### config.mk
export PLATFORM = sky130hd
export DESIGN_NAME = llc_wr_decode
export DESIGN_NICKNAME = d
export VERILOG_FILES = /design/src/source/llc_pkg.sv /design/src/source/llc_wr_decode.sv
export SDC_FILE = /design/constraint.sdc
export NUM_CORES = 1
export LEC_CHECK = 0
export ABC_AREA = 1
export ABC_CLOCK_PERIOD_IN_PS = 800
export BUFFER_PORTS_ARGS = -buffer_cell sky130_fd_sc_hd__buf_2
export CORE_AREA = 4 4 41 43
export DETAILED_ROUTE_END_ITERATION = 8
export DIE_AREA = 0 0 45 47
export GPL_ROUTABILITY_DRIVEN = 0
export SYNTH_ARGS = -nofsm -noshare
export SYNTH_HDL_FRONTEND = slang
export SYNTH_SLANG_ARGS = --single-unit
### constraint.sdc
create_clock -name vclk -period 0.8
set_input_delay 0.12 -clock vclk [all_inputs]
set_output_delay 0.12 -clock vclk [all_outputs]
set_load 0.01 [all_outputs]
### src/source/llc_pkg.sv
/*
 * LLC slice geometry and field types
 */

`default_nettype none

package llc_pkg;

    // cache geometry
    localparam int LLC_WAYS       = 4;
    localparam int LLC_WAY_BITS   = $clog2(LLC_WAYS);
    localparam int LLC_SETS       = 64;
    localparam int LLC_SET_BITS   = $clog2(LLC_SETS);

    // per-way field widths
    localparam int LLC_TAG_BITS   = 12;
    localparam int LLC_STATE_BITS = 3;
    localparam int LLC_LINE_BITS  = 128;

    // set index into every per-way array and the eviction array
    typedef logic [LLC_SET_BITS-1:0] llc_set_t;

    // way index, also stored per set as the eviction pointer
    typedef logic [LLC_WAY_BITS-1:0] llc_way_t;

    // address tag kept for each way
    typedef logic [LLC_TAG_BITS-1:0] llc_tag_t;

    // coherence state code, meaning is up to the controller
    typedef logic [LLC_STATE_BITS-1:0] llc_state_t;

    // one full data line
    typedef logic [LLC_LINE_BITS-1:0] line_t;

endpackage

`default_nettype wire

### src/source/llc_wr_decode.sv
/*
 * LLC way write enable decoder
 */

`timescale 1ns/1ps
`default_nettype none

module llc_wr_decode
    import llc_pkg::*;
(
    input  logic                wr_en,
    input  llc_way_t            way,
    input  logic [LLC_WAYS-1:0] wr_rst_flush,

    output logic [LLC_WAYS-1:0] wr_en_meta,
    output logic [LLC_WAYS-1:0] wr_en_data
);

    // one-hot form of the way select, qualified by the write strobe
    logic [LLC_WAYS-1:0] way_hit;

    always_comb begin
        for (int i = 0; i < LLC_WAYS; i++) begin
            way_hit[i] = (way == llc_way_t'(i));
        end
    end

    // tag and line follow the way select only
    always_comb begin
        for (int i = 0; i < LLC_WAYS; i++) begin
            wr_en_data[i] = wr_en & way_hit[i];
        end
    end

    // state and dirty bit also take the flush vector,
    // a flagged way is written no matter what way points at
    always_comb begin
        for (int i = 0; i < LLC_WAYS; i++) begin
            wr_en_meta[i] = wr_en_data[i] | wr_rst_flush[i];
        end
    end

endmodule

`default_nettype wire

==> results.txt <==
----------------------------------------------------
[Run status]
  Status ... finished clean

[Die]
  IO Pins ... 15
  DIE HEIGHT ... 47 um
  Standard-cell rows ... 13
  Total die area ... 2115 sq um
  Starting utilization of the core area ... 5.769%
  Die span in x ... 45 um
  Core area ... 1301 sq um

[GRT]
  Antenna violations before repair ... 0
  Number of global-route vias before repair ... 105
  Aggregate global routing overflow ... 0
  Global-route wire length before repair ... 414 um
  Pin count of the biggest net entering global routing ... 5
  Total GRT Usage ... 2.439%

[STA]
  Fin Setup TNS ... 0 ns
  Worst slew margin ... 93.49%
  RSZ-0062 raised after global routing ... false
  Period utilisation layout ... 88.22%
  Number of hold violations in the final report ... 0
  Count of final max-slew check failures ... 0
  Hold Slack ... 0.5039 ns
  Worst slew pin tran ... 0.09743 ns
  Max Clock Freq ... 1417 MHz
  Crit path time final ... 0.7058 ns
  Final setup violation count ... 0

[Clock tree]
  CTS Hold Buffers Added ... 0
  Setup Fix Bufs, Post-CTS ... 0
  Resize count post-CTS ... 0

[Routing]
  Length of the first detailed-routing pass in iterations ... 3
  Number of vias per cell after detailed routing ... 2.837
  Drt drc ... 0
  Met1 routed wirelength after detailed routing ... 126 um
  Number of violations reported at the end of detailed-routing iteration 0 ... 3
  Top routing layer in use ... met3
  Detail Route met3 WL ... 52 um
  Via count ... 139
  Per-cell routed wire length ... 6.143 um
  Total detailed-routing wirelength ... 301 um
  Number of routed nets with antenna violations ... 0
  Total met2 wirelength after detailed routing ... 121 um

[Placement]
  Number of buffers added on ports ... 15
  Placed cell count ... 49
  Detail Placement HPWL ... 282.2 um

[Worst hold path]
  Worst min-delay path class ... primary input to output pin
  Worst Min Path Start ... wr_rst_flush[2]

[Pwr]
  Worst ir drop on vdd ... 0.07423 mV
  Switching power share of the total ... 53.08%
  Sequential Power Share ... 0%
  Comb power frac ... 100.0%
  Switching Power ... 0.03906 mW
  Internal power summed over all cells ... 0.03453 mW
  Leakage component of the power ... 0.1524 nW
  Power density over the cells ... 435.7 nW/um^2
  Clock network fraction of design power ... 0%

[Synth]
  Cell area after technology mapping ... 75.07 sq um
  Number of distinct library cell variants in the gate-level netlist after synthesis ... 4
  Total nets after synthesis ... 26
  Proportion of synthesized chip area in sequential cells ... 0%
  Post-synthesis area per instance ... 3.951 sq um
  Number of instances in the synthesized netlist ... 19
  Warnings from Yosys ... 0

[Critical path]
  Worst EP required ... 0.68 ns
  Maximum net fanout on the critical path ... 4
  Startpoint Class ... primary input
  Arrival time at the worst endpoint ... 0.59 ns
  Launch point of the worst path ... way[0]
  Category of the worst setup path capture point ... output pin
  Type of the worst setup path ... primary input to output pin

[Final layout]
  Clkbuf count ... 0
  Storage element area ... 0 sq um
  Final core utilization ... 12.98%
  Final non-filler cell total ... 49
  Layout cells sized above 1 ... 44.12%
  Sequential cell count ... 0
  Number of inserted diodes ... 0
  Area Overhead vs Synth ... 125.0%
  Number of inserted filler cells in the final layout ... 159
  Net count reported at finish ... 43

[Job]
  Max-cap violations ... 0

----------------------------------------------------
## power groups by stage
stage / Combinational (mW) / Clock (mW) / Sequential (mW)
after global routing: 0.0841 / 0 / 0
final: 0.0736 / 0 / 0
after CTS: 0.0757 / 0 / 0
after detailed placement: 0.0754 / 0 / 0
after global placement: 0.0755 / 0 / 0
after floorplan: 0.0319 / 0 / 0
## layout make-up
cell class / count / area (sq um) / share of cell area (%)
Timing Repair Buffer: 15 / 75.07 / 44.44
Multi-Input combinational cell: 9 / 37.54 / 22.22
Inverter: 10 / 37.54 / 22.22
Tap cell: 15 / 18.77 / 11.11
## cell usage after synthesis (all sizes together)
library cell	n	area (sq um)
inv	10	37.54
nand2	5	18.77
nand3	3	15.01
nor2	1	3.750
## stage by stage
step | setup slack [ns] | area [sq um] | total power [mW]
3_5_place_dp | 0.08488 | 168.9 | 0.07536
3_3_place_gp | 0.08334 | 168.9 | 0.07546
6_report | 0.09421 | 168.9 | 0.07359
5_1_grt | 0.04973 | 168.9 | 0.08413
4_1_cts | 0.08186 | 168.9 | 0.07567
2_1_floorplan | 0.3258 | 75.07 | 0.03192
## cells by family after synthesis
kind of cell	Yosys count	synth area share (%)
AND/OR/NAND/NOR	9	49.99
buffers and inverters	10	50.01
## layout by cell type (no fill, tap or decap), drive strengths merged
cell,count
inv,10
nand3,3
buf,15
nand2,5
nor2,1
## layer usage
layer / GRT usage (%) / up-vias
met1: 2.921 / 49
met5: 0 / -
li1: - / 80
met3: 0 / 0
met4: 0 / 0
met2: 5.085 / 10
## worst max-delay path, stage by stage
cell and delay (ns):
buf_2 0.12, nor2_1 0.09, nand2_1 0.07, nand2_1 0.06, buf_2 0.12
## final timing paths
kind / to / slack (ns) / cells past startpoint
hold / removal: wr_en_meta[2] / 0.50 / 4
setup / recovery: wr_en_meta[0] / 0.09 / 5
Note: power is estimated with default switching activity, not from simulation.
