$ cat src/source/llc_pkg.sv
/*
 * LLC slice geometry and field types
 */

`default_nettype none

package llc_pkg;

    // cache geometry
    localparam int LLC_WAYS       = 4;
    localparam int LLC_WAY_BITS   = $clog2(LLC_WAYS);
    localparam int LLC_SETS       = 64;
    localparam int LLC_SET_BITS   = $clog2(LLC_SETS);

    // per-way field widths
    localparam int LLC_TAG_BITS   = 12;
    localparam int LLC_STATE_BITS = 3;
    localparam int LLC_LINE_BITS  = 128;

    // set index into every per-way array and the eviction array
    typedef logic [LLC_SET_BITS-1:0] llc_set_t;

    // way index, also stored per set as the eviction pointer
    typedef logic [LLC_WAY_BITS-1:0] llc_way_t;

    // address tag kept for each way
    typedef logic [LLC_TAG_BITS-1:0] llc_tag_t;

    // coherence state code, meaning is up to the controller
    typedef logic [LLC_STATE_BITS-1:0] llc_state_t;

    // one full data line
    typedef logic [LLC_LINE_BITS-1:0] line_t;

endpackage

`default_nettype wire

$ cat src/source/llc_evict_store.sv
/*
 * LLC eviction way pointer storage
 */

`timescale 1ns/1ps
`default_nettype none

module llc_evict_store
    import llc_pkg::*;
(
    input  logic     clk,
    input  logic     rst_n,
    input  logic     rd_en,
    input  llc_set_t set_in,

    input  logic     wr_en_evict_way,
    input  llc_way_t wr_data_evict_way,

    output llc_way_t rd_data_evict_way
);

    // next victim way, one entry per set
    llc_way_t evict_mem [LLC_SETS];

    always_ff @(posedge clk) begin
        if (wr_en_evict_way) begin
            evict_mem[set_in] <= wr_data_evict_way;
        end
    end

    // read-first, holds while rd_en is low
    always_ff @(posedge clk) begin
        if (!rst_n) begin
            rd_data_evict_way <= '0;
        end else if (rd_en) begin
            rd_data_evict_way <= evict_mem[set_in];
        end
    end

endmodule

`default_nettype wire

$ cat config.mk
export PLATFORM = sky130hd
export DESIGN_NAME = llc_evict_store
export DESIGN_NICKNAME = d
export VERILOG_FILES = /design/src/source/llc_pkg.sv /design/src/source/llc_evict_store.sv
export SDC_FILE = /design/constraint.sdc
export NUM_CORES = 1
export LEC_CHECK = 0
export ABC_AREA = 0
export BUFFER_PORTS_ARGS = -buffer_cell sky130_fd_sc_hd__buf_4
export CAP_MARGIN = 20
export CORE_ASPECT_RATIO = 0.75
export CORE_UTILIZATION = 40
export CTS_CLUSTER_SIZE = 25
export DETAILED_ROUTE_END_ITERATION = 16
export HOLD_SLACK_MARGIN = 0.15
export PLACE_DENSITY = 0.62
export SETUP_SLACK_MARGIN = 0.3
export SLEW_MARGIN = 20
export SYNTH_ARGS = -nofsm -noshare
export SYNTH_HDL_FRONTEND = slang
export SYNTH_SLANG_ARGS = --single-unit
export TNS_END_PERCENT = 10
$ cat constraint.sdc
create_clock -name clk -period 5.1 [get_ports clk]
set_clock_uncertainty 0.2 [all_clocks]
set_input_delay 0.51 -clock clk [delete_from_list [all_inputs] [get_ports clk]]
set_output_delay 0.51 -clock clk [all_outputs]
set_load 0.05 [all_outputs]
==> flow_summary.json, run 1 <==
{
  "status": "complete, no violations",
  "root_buffer": "clkbuf_16",
  "crit_path_end_kind": "register",
  "r2r_setup_slack_ns": 3.09,
  "clkTransAtPathRegs_ns": 0.05,
  "synth_cell_type_count": 46,
  "async_reset_ff_frac": 0,
  "initial_core_util": 0.417,
  "numCtsBuffers": 17,
  "hold_path.startpoint": "rst_n",
  "synth_top_family_by_area": "multiplexers",
  "fin_crit_ns": 2.51,
  "synth_cells": 353,
  "synth_xor_xnor_area_share": 0,
  "synth_compound_area_frac": 0.0678,
  "synth-adder-area-share": 0,
  "reg2reg_depth": 4,
  "grt_usage": 0.189,
  "finalSetupViolCount": 0,
  "synthMuxAreaShare": 0.108,
  "final_common_cell": "edfxtp_1",
  "hold_depth": 3,
  "ant_nets": 0,
  "netlist_area_mm2": 0.00548,
  "core_area_mm2": 0.0132,
  "hold_slack_ns": 0.180,
  "wire_per_inst_um": 22.3,
  "synth_simple_gate_area_share": 0.0888,
  "r2r-start": "evict_mem[46][0]$_DFFE_PP_",
  "clock_sinks": 130,
  "antenna_cells": 0,
  "vias_per_cell": 5.71,
  "grt_overflow": 0,
  "slew_headroom": 0.471,
  "cts_setup_buffers": 0,
  "fin_setup_tns_ns": 0,
  "maxCapViolations": 0,
  "timing.final.hold_violations": 0,
  "die_y_um": 103,
  "r2r_end": "rd_data_evict_way[0]$_SDFFE_PN0P_",
  "die-area_mm2": 0.0142,
  "area_growth_pct": 14.8,
  "post-dp-hpwl_um": 7100,
  "powerDensity_mw_per_mm2": 418,
  "finalNetCount": 378,
  "grt_start_max_net_pins": 65,
  "grt_pass1_vias": 3166,
  "syn_nets": 365,
  "fmax_mhz": 398,
  "cts_hold_buf": 0,
  "drive_gt1_frac": 0.161,
  "finalPower_mw": 2.63,
  "yosys_warnings": 0,
  "rsz0062_at_grt": "false",
  "cp.required_ns": 5.24,
  "insertion_delay_ns": 0.42,
  "antenna_found_initial": 0,
  "final_cell_mix": "128 x edfxtp_1, 73 x nor2_1, 18 x mux2i_1, 17 x clkbuf_16, 13 x buf_4",
  "irDropWorstVdd_uv": 442,
  "cp_max_fo": 53,
  "post-route-drc-count": 0,
  "grt_first_pass_wirelength_um": 18800,
  "cts_tree": "yes",
  "die-width_um": 137,
  "ys_seq_area_frac": 0.709,
  "synth-seq-cells": 130,
  "worstSetupStartpointType": "input port",
  "slew_violations": 0,
  "row_count": 36,
  "synth.avg_cell_area_um2": 15.5,
  "ys.flop_type": "edfxtp_1",
  "period_share": 0.493,
  "power.leakage_nw": 2.01,
  "nFillCells": 1161,
  "cts_max_path_buffers": 2,
  "crit_type": "in -> reg",
  "boundaryPins": 14,
  "arrival_ns": 2.65,
  "cts_resized": 0,
  "synth_edf_count": 128,
  "firstDrtPassIters": 5,
  "tightest_slew_ns": 0.791,
  "wl_um": 12300,
  "worstHoldEndpoint": "rd_data_evict_way[1]$_SDFFE_PN0P_",
  "finalWeightedCongestion": 0.773,
  "num_vias": 3143,
  "min_path_type": "in -> reg",
  "htree_levels": 4,
  "drtIter0Drc": 413,
  "portBuffers": 13
}
## sequential cells by signal, indices dropped and copies added, names as in the netlist
register / cells
evict_mem: 128
rd_data_evict_way: 2
## how the worst max path moves through the flow
stage | depth (start not counted) | slack, ns | from | to
final | 6 | 2.59 | set_in[2] | rd_data_evict_way[1]$_SDFFE_PN0P_
after global routing | 7 | 2.50 | set_in[2] | rd_data_evict_way[1]$_SDFFE_PN0P_
after CTS | 6 | 2.63 | set_in[2] | rd_data_evict_way[1]$_SDFFE_PN0P_
after detailed placement | 6 | 2.20 | set_in[2] | rd_data_evict_way[1]$_SDFFE_PN0P_
after global placement | 6 | 2.25 | set_in[2] | rd_data_evict_way[0]$_SDFFE_PN0P_
after floorplan | 6 | 2.96 | set_in[1] | rd_data_evict_way[0]$_SDFFE_PN0P_
## area by class of cell
type	instances	area [um^2]	area share
Inverter	2	7.51	0.00119
Sequential cell	130	3880	0.617
Clock inverter	15	215	0.0342
Multi-Input combinational cell	202	1450	0.230
Tap cell	171	214	0.0340
Clock buffer	17	425	0.0676
Timing Repair Buffer	13	97.6	0.0155
## synth_stat cells (2+ instances only)
| master | n | share of area |
|---|---|---|
| a21oi_1 | 6 | 0.0055 |
| a221o_1 | 3 | 0.0055 |
| a221oi_1 | 3 | 0.0048 |
| a22oi_1 | 7 | 0.0096 |
| a31oi_1 | 4 | 0.0046 |
| buf_12 | 2 | 0.0073 |
| buf_2 | 6 | 0.0055 |
| buf_4 | 2 | 0.0027 |
| buf_6 | 3 | 0.0062 |
| clkbuf_1 | 5 | 0.0034 |
| dfxtp_1 | 2 | 0.0073 |
| edfxtp_1 | 128 | 0.70 |
| mux2_2 | 8 | 0.016 |
| mux2i_1 | 18 | 0.033 |
| mux4_1 | 7 | 0.034 |
| mux4_2 | 6 | 0.025 |
| nand2_1 | 12 | 0.0082 |
| nand3_1 | 6 | 0.0055 |
| nand3b_1 | 3 | 0.0041 |
| nand4_1 | 2 | 0.0023 |
| nor2_1 | 73 | 0.050 |
| nor2b_1 | 9 | 0.010 |
| nor3_1 | 2 | 0.0018 |
| o21ai_0 | 9 | 0.0082 |
| o22a_1 | 2 | 0.0032 |
| o22ai_1 | 5 | 0.0057 |
## stage by stage
| stage | cell area, um^2 | cells | utilization | worst slack [ns] |
|---|---|---|---|---|
| floorplan | 5480 | 353 | - | 2.96 |
| global placement | 5650 | 518 | 0.430 | 2.25 |
| detailed placement | 5650 | 518 | 0.430 | 2.20 |
| CTS | 6290 | 550 | 0.478 | 2.63 |
| global route | 6290 | 550 | 0.478 | 2.50 |
| finish | 6290 | 550 | 0.478 | 2.59 |
## worst max-delay path, stage by stage
cell,delay (ns)
buf_4,0.53
nor2b_1,0.72
a221oi_1,0.23
o22ai_1,0.25
a41oi_1,0.17
a31oi_1,0.20
## logic make-up after synthesis
group / after synthesis
flops: 130
buf+inv: 21
mux: 39
compound gates: 52
simple gates: 111
## routing by layer
layer	up-vias	wire, um	track usage
met4	0	148	0.0845
met5	-	0	0
met1	1606	5780	0.274
li1	1416	-	-
met2	109	5600	0.275
met3	12	736	0.0400
## power by group
group / switching (mW) / internal (mW)
Clock: 0.452 / 0.862
Sequential: 0.00271 / 1.18
Combinational: 0.0877 / 0.0415
Note: power is estimated with default switching activity, not from simulation.
==> inputs of run 2 (changes only) <==
PLACE_DENSITY = 0.64   (was 0.62)
clock period = 2.3 ns   (was 5.1 ns; I/O delays follow)
==> flow_summary.json, run 2 (synthesized netlist as in run 1, its figures left out) <==
{
  "cp_max_fo": 1,
  "cts_max_path_buffers": 2,
  "setup_slack_ns": 0.330,
  "vias_per_cell": 5.57,
  "ant_nets": 0,
  "irDropWorstVdd_uv": 532,
  "die-width_um": 137,
  "status": "complete, no violations",
  "boundaryPins": 14,
  "final_cell_mix": "128 x edfxtp_1, 73 x nor2_1, 47 x buf_4, 17 x mux2i_1, 17 x clkbuf_16",
  "nFillCells": 1124,
  "finalSetupViolCount": 0,
  "insertion_delay_ns": 0.42,
  "hold_slack_ns": 0.168,
  "cts_tree": "yes",
  "num_vias": 3299,
  "grt_usage": 0.196,
  "fin_setup_tns_ns": 0,
  "die-area_mm2": 0.0142,
  "drtIter0Drc": 387,
  "regMostFlops": "evict_mem",
  "finalWeightedCongestion": 0.832,
  "powerDensity_mw_per_mm2": 852,
  "drive_gt1_frac": 0.226,
  "power.leakage_nw": 2.18,
  "die_y_um": 103,
  "largest_register_ff_count": 128,
  "grt_pass1_vias": 3296,
  "area_growth_pct": 20.0,
  "slew_headroom": 0.587,
  "min_path_type": "in -> reg",
  "final_common_cell": "edfxtp_1",
  "antenna_cells": 0,
  "worstSetupStartpointType": "register",
  "slew_violations": 0,
  "tightest_slew_ns": 0.620,
  "crit_path_end_kind": "register",
  "clkTransAtPathRegs_ns": 0.05,
  "htree_levels": 4,
  "finalNetCount": 420,
  "firstDrtPassIters": 5,
  "initial_core_util": 0.417,
  "root_buffer": "clkbuf_16",
  "row_count": 36,
  "rsz0062_at_grt": "false",
  "instances_no_fill": 592,
  "crit_type": "reg -> reg",
  "core_area_mm2": 0.0132,
  "fin_crit_ns": 1.97,
  "fmax_mhz": 508,
  "period_share": 0.857,
  "dp_slack_ns": 0.108,
  "wire_per_inst_um": 21.1,
  "arrival_ns": 2.07,
  "grt_first_pass_wirelength_um": 19300,
  "top_regs": "evict_mem: 128 flops, rd_data_evict_way: 2 flops",
  "cp.required_ns": 2.40,
  "antenna_found_initial": 0,
  "portBuffers": 13,
  "numCtsBuffers": 17,
  "post-route-drc-count": 0,
  "grt_start_max_net_pins": 65,
  "cts_setup_buffers": 0,
  "maxCapViolations": 0,
  "wl_um": 12500,
  "numPlacedInstances": 553,
  "final_util": 0.500,
  "timing.final.hold_violations": 0,
  "clock_sinks": 130,
  "post-dp-hpwl_um": 8030,
  "grt_overflow": 0
}
## run 2: metal layers
metal	GRT usage	part of all wire	routed length, um	up-vias
met4	0.0710	0.016	194	0
met1	0.279	0.47	5870	1688
met3	0.0531	0.059	739	17
met5	0	0	0	-
li1	-	-	-	1495
met2	0.290	0.46	5690	99
## run 2: report_power, final
part	internal (mW)	total (mW)	switching, mW
Combinational	0.132	0.334	0.202
Clock	1.68	2.64	0.957
Sequential	2.62	2.63	0.00674
Total	4.44	5.60	1.17
## run 2: cell type report
| cell class | instances | area, um^2 | share of cell area |
|---|---|---|---|
| sequential | 130 | 3880 | 0.590 |
| clock inverter | 12 | 140 | 0.0213 |
| timing repair buffer | 55 | 443 | 0.0673 |
| multi-input combinational | 202 | 1450 | 0.221 |
| inverter | 2 | 7.51 | 0.00114 |
| tap | 171 | 214 | 0.0325 |
| clock buffer | 20 | 437 | 0.0664 |
## run 2: repair_timing
| action | 4_1_cts | 5_1_grt |
|---|---|---|
| gates resized for setup | 0 | 3 |
| hold endpoints to repair | 4 | 0 |
| setup endpoints to repair | 0 | 1 |
| hold buffers | 7 | 0 |
## run 2: critical path: stages, from the launching register on
cell and delay, ns:
edfxtp_1 0.37, mux4_1 0.50, mux2i_1 0.24, o22ai_1 0.13, o41a_1 0.42
## run 2: path summary, 6_finish.rpt
path / startpoint / end / slack (ns) / cells after the start
worst max-delay path: evict_mem[16][0]$_DFFE_PP_ / rd_data_evict_way[0]$_SDFFE_PN0P_ / 0.33 / 4
worst min-delay path: wr_data_evict_way[0] / evict_mem[18][0]$_DFFE_PP_ / 0.17 / 1
worst max register to register: evict_mem[16][0]$_DFFE_PP_ / rd_data_evict_way[0]$_SDFFE_PN0P_ / 0.33 / 4
worst min register to register: rd_data_evict_way[0]$_SDFFE_PN0P_ / rd_data_evict_way[0]$_SDFFE_PN0P_ / 0.44 / 2
## run 2: metrics by stage
stage | instance area (um^2) | power, mW
finish | 6580 | 5.60
global route | 6580 | 5.76
CTS | 6570 | 5.63
detailed placement | 5930 | 3.00
global placement | 5930 | 2.99
floorplan | 5480 | 2.86
==> inputs of run 3 (changes only) <==
CORE_MARGIN = 2   (was default)
==> flow_summary.json, run 3 (synthesized netlist as in run 1, its figures left out) <==
{
  "status": "complete, no violations",
  "cpLargestDelayFamily": "multiplexers",
  "boundaryPins": 14,
  "cp_max_fo": 1,
  "path_cells": "mux4_1 -> mux2i_2 -> o22ai_1 -> o41a_1",
  "r2r_end": "rd_data_evict_way[0]$_SDFFE_PN0P_",
  "fmax_mhz": 510,
  "cts_tree": "yes",
  "area_growth_pct": 18.6,
  "die-area_mm2": 0.0147,
  "regMostFlops": "evict_mem",
  "numPlacedInstances": 553,
  "insertion_delay_ns": 0.42,
  "clkTransAtPathRegs_ns": 0.06,
  "slew_violations": 0,
  "finalNetCount": 415,
  "min_path_type": "in -> reg",
  "dp_slack_ns": -0.00437,
  "final_common_cell": "edfxtp_1",
  "crit_type": "reg -> reg",
  "num_vias": 3292,
  "worstSetupStartpointType": "register",
  "row_count": 37,
  "cp.required_ns": 2.40,
  "numCtsBuffers": 17,
  "fin_setup_tns_ns": 0,
  "antenna_cells": 0,
  "period_share": 0.853,
  "fin_crit_ns": 1.96,
  "cts_setup_buffers": 0,
  "crit_path_end_kind": "register",
  "rsz0062_at_grt": "true",
  "reg2reg_depth": 4,
  "crit_path_max_incr_delay_ns": 0.52,
  "finalSetupViolCount": 0,
  "drtIter0Drc": 336,
  "top_regs": "evict_mem: 128 flops, rd_data_evict_way: 2 flops",
  "grt_first_pass_wirelength_um": 19700,
  "tightest_slew_ns": 0.618,
  "core_area_mm2": 0.0136,
  "finalWeightedCongestion": 0.834,
  "antenna_found_initial": 0,
  "instances_no_fill": 590,
  "timing.final.hold_violations": 0,
  "drive_gt1_frac": 0.227,
  "post-route-drc-count": 0,
  "irDropWorstVdd_uv": 533,
  "root_buffer": "clkbuf_16",
  "post-dp-hpwl_um": 8060,
  "slew_headroom": 0.588,
  "die-width_um": 139,
  "crit_buf_inv": 0,
  "startpoint": "evict_mem[56][0]$_DFFE_PP_",
  "final_cell_mix": "128 x edfxtp_1, 73 x nor2_1, 44 x buf_4, 17 x mux2i_1, 17 x clkbuf_16",
  "maxCapViolations": 0,
  "largest_register_ff_count": 128,
  "wire_per_inst_um": 21.5,
  "setup_slack_ns": 0.339,
  "grt_usage": 0.184,
  "vias_per_cell": 5.58,
  "portBuffers": 13,
  "crit_end": "rd_data_evict_way[0]$_SDFFE_PN0P_",
  "die_y_um": 105,
  "wl_um": 12700,
  "cts_max_path_buffers": 2,
  "cp_num_cells": 4,
  "firstDrtPassIters": 5,
  "slowest_stage": "mux4_1",
  "ant_nets": 0,
  "clock_sinks": 130,
  "r2r_setup_slack_ns": 0.34,
  "grt_start_max_net_pins": 65,
  "grt_overflow": 0,
  "powerDensity_mw_per_mm2": 835,
  "grt_pass1_vias": 3351,
  "htree_levels": 4,
  "arrival_ns": 2.06,
  "power.leakage_nw": 2.14,
  "r2r-start": "evict_mem[56][0]$_DFFE_PP_",
  "initial_core_util": 0.404
}
[run 3: cell count changes in the layout (fill, tap and decap cells not counted), sizes merged]
cell,delta
buf,-4
clkbuf,-3
bufinv,-2
inv,+2
clkinv,+1
clkinvlp,+1
dlygate4sd3,-1
[run 3: worst min-delay path by stage]
stage	startpoint	end	slack, ns	cells after the start
3_5_place_dp	rst_n	rd_data_evict_way[1]$_SDFFE_PN0P_	0.33	3
3_3_place_gp	rst_n	rd_data_evict_way[1]$_SDFFE_PN0P_	0.33	3
2_1_floorplan	wr_data_evict_way[0]	evict_mem[0][0]$_DFFE_PP_	0.13	0
6_report	wr_data_evict_way[1]	evict_mem[2][1]$_DFFE_PP_	0.16	1
4_1_cts	wr_data_evict_way[1]	evict_mem[3][1]$_DFFE_PP_	0.17	1
5_1_grt	wr_data_evict_way[0]	evict_mem[2][0]$_DFFE_PP_	0.19	1
[run 3: through the flow]
stage	area (um^2)	util	hold slack (ns)	total power, mW
after global routing	6500	0.479	0.191	5.60
after floorplan	5480	-	0.129	2.86
after detailed placement	5890	0.434	0.330	2.99
after global placement	5890	0.434	0.330	2.99
after CTS	6490	0.478	0.166	5.45
final	6500	0.479	0.158	5.43
[run 3: layout make-up]
| class | count | area, um^2 |
|---|---|---|
| clock inverters | 14 | 116 |
| multi-input cells | 202 | 1460 |
| repair buffers | 50 | 390 |
| clock buffers | 17 | 425 |
| fillers | 1183 | 7060 |
| flip-flops and latches | 130 | 3880 |
| inverters | 2 | 7.51 |
| well taps | 175 | 219 |
[run 3: report_power, final]
group | switching (mW) | total, mW | leakage, nW | internal, mW
registers | 0.00702 | 2.63 | 1.17 | 2.62
logic | 0.203 | 0.328 | 0.707 | 0.125
clock network | 0.999 | 2.47 | 0.262 | 1.47
total | 1.21 | 5.43 | 2.14 | 4.22
[run 3: per-layer routing]
layer / share of wire / track usage
met5: 0 / 0
met4: 0.020 / 0.0801
met3: 0.061 / 0.0404
met2: 0.44 / 0.265
met1: 0.48 / 0.269
[run 3: timing repair]
item,in CTS,in global routing
setup endpoints to repair,0,2
hold buffers,6,0
gates resized for setup,0,2
endpoints found under the hold margin,2,0
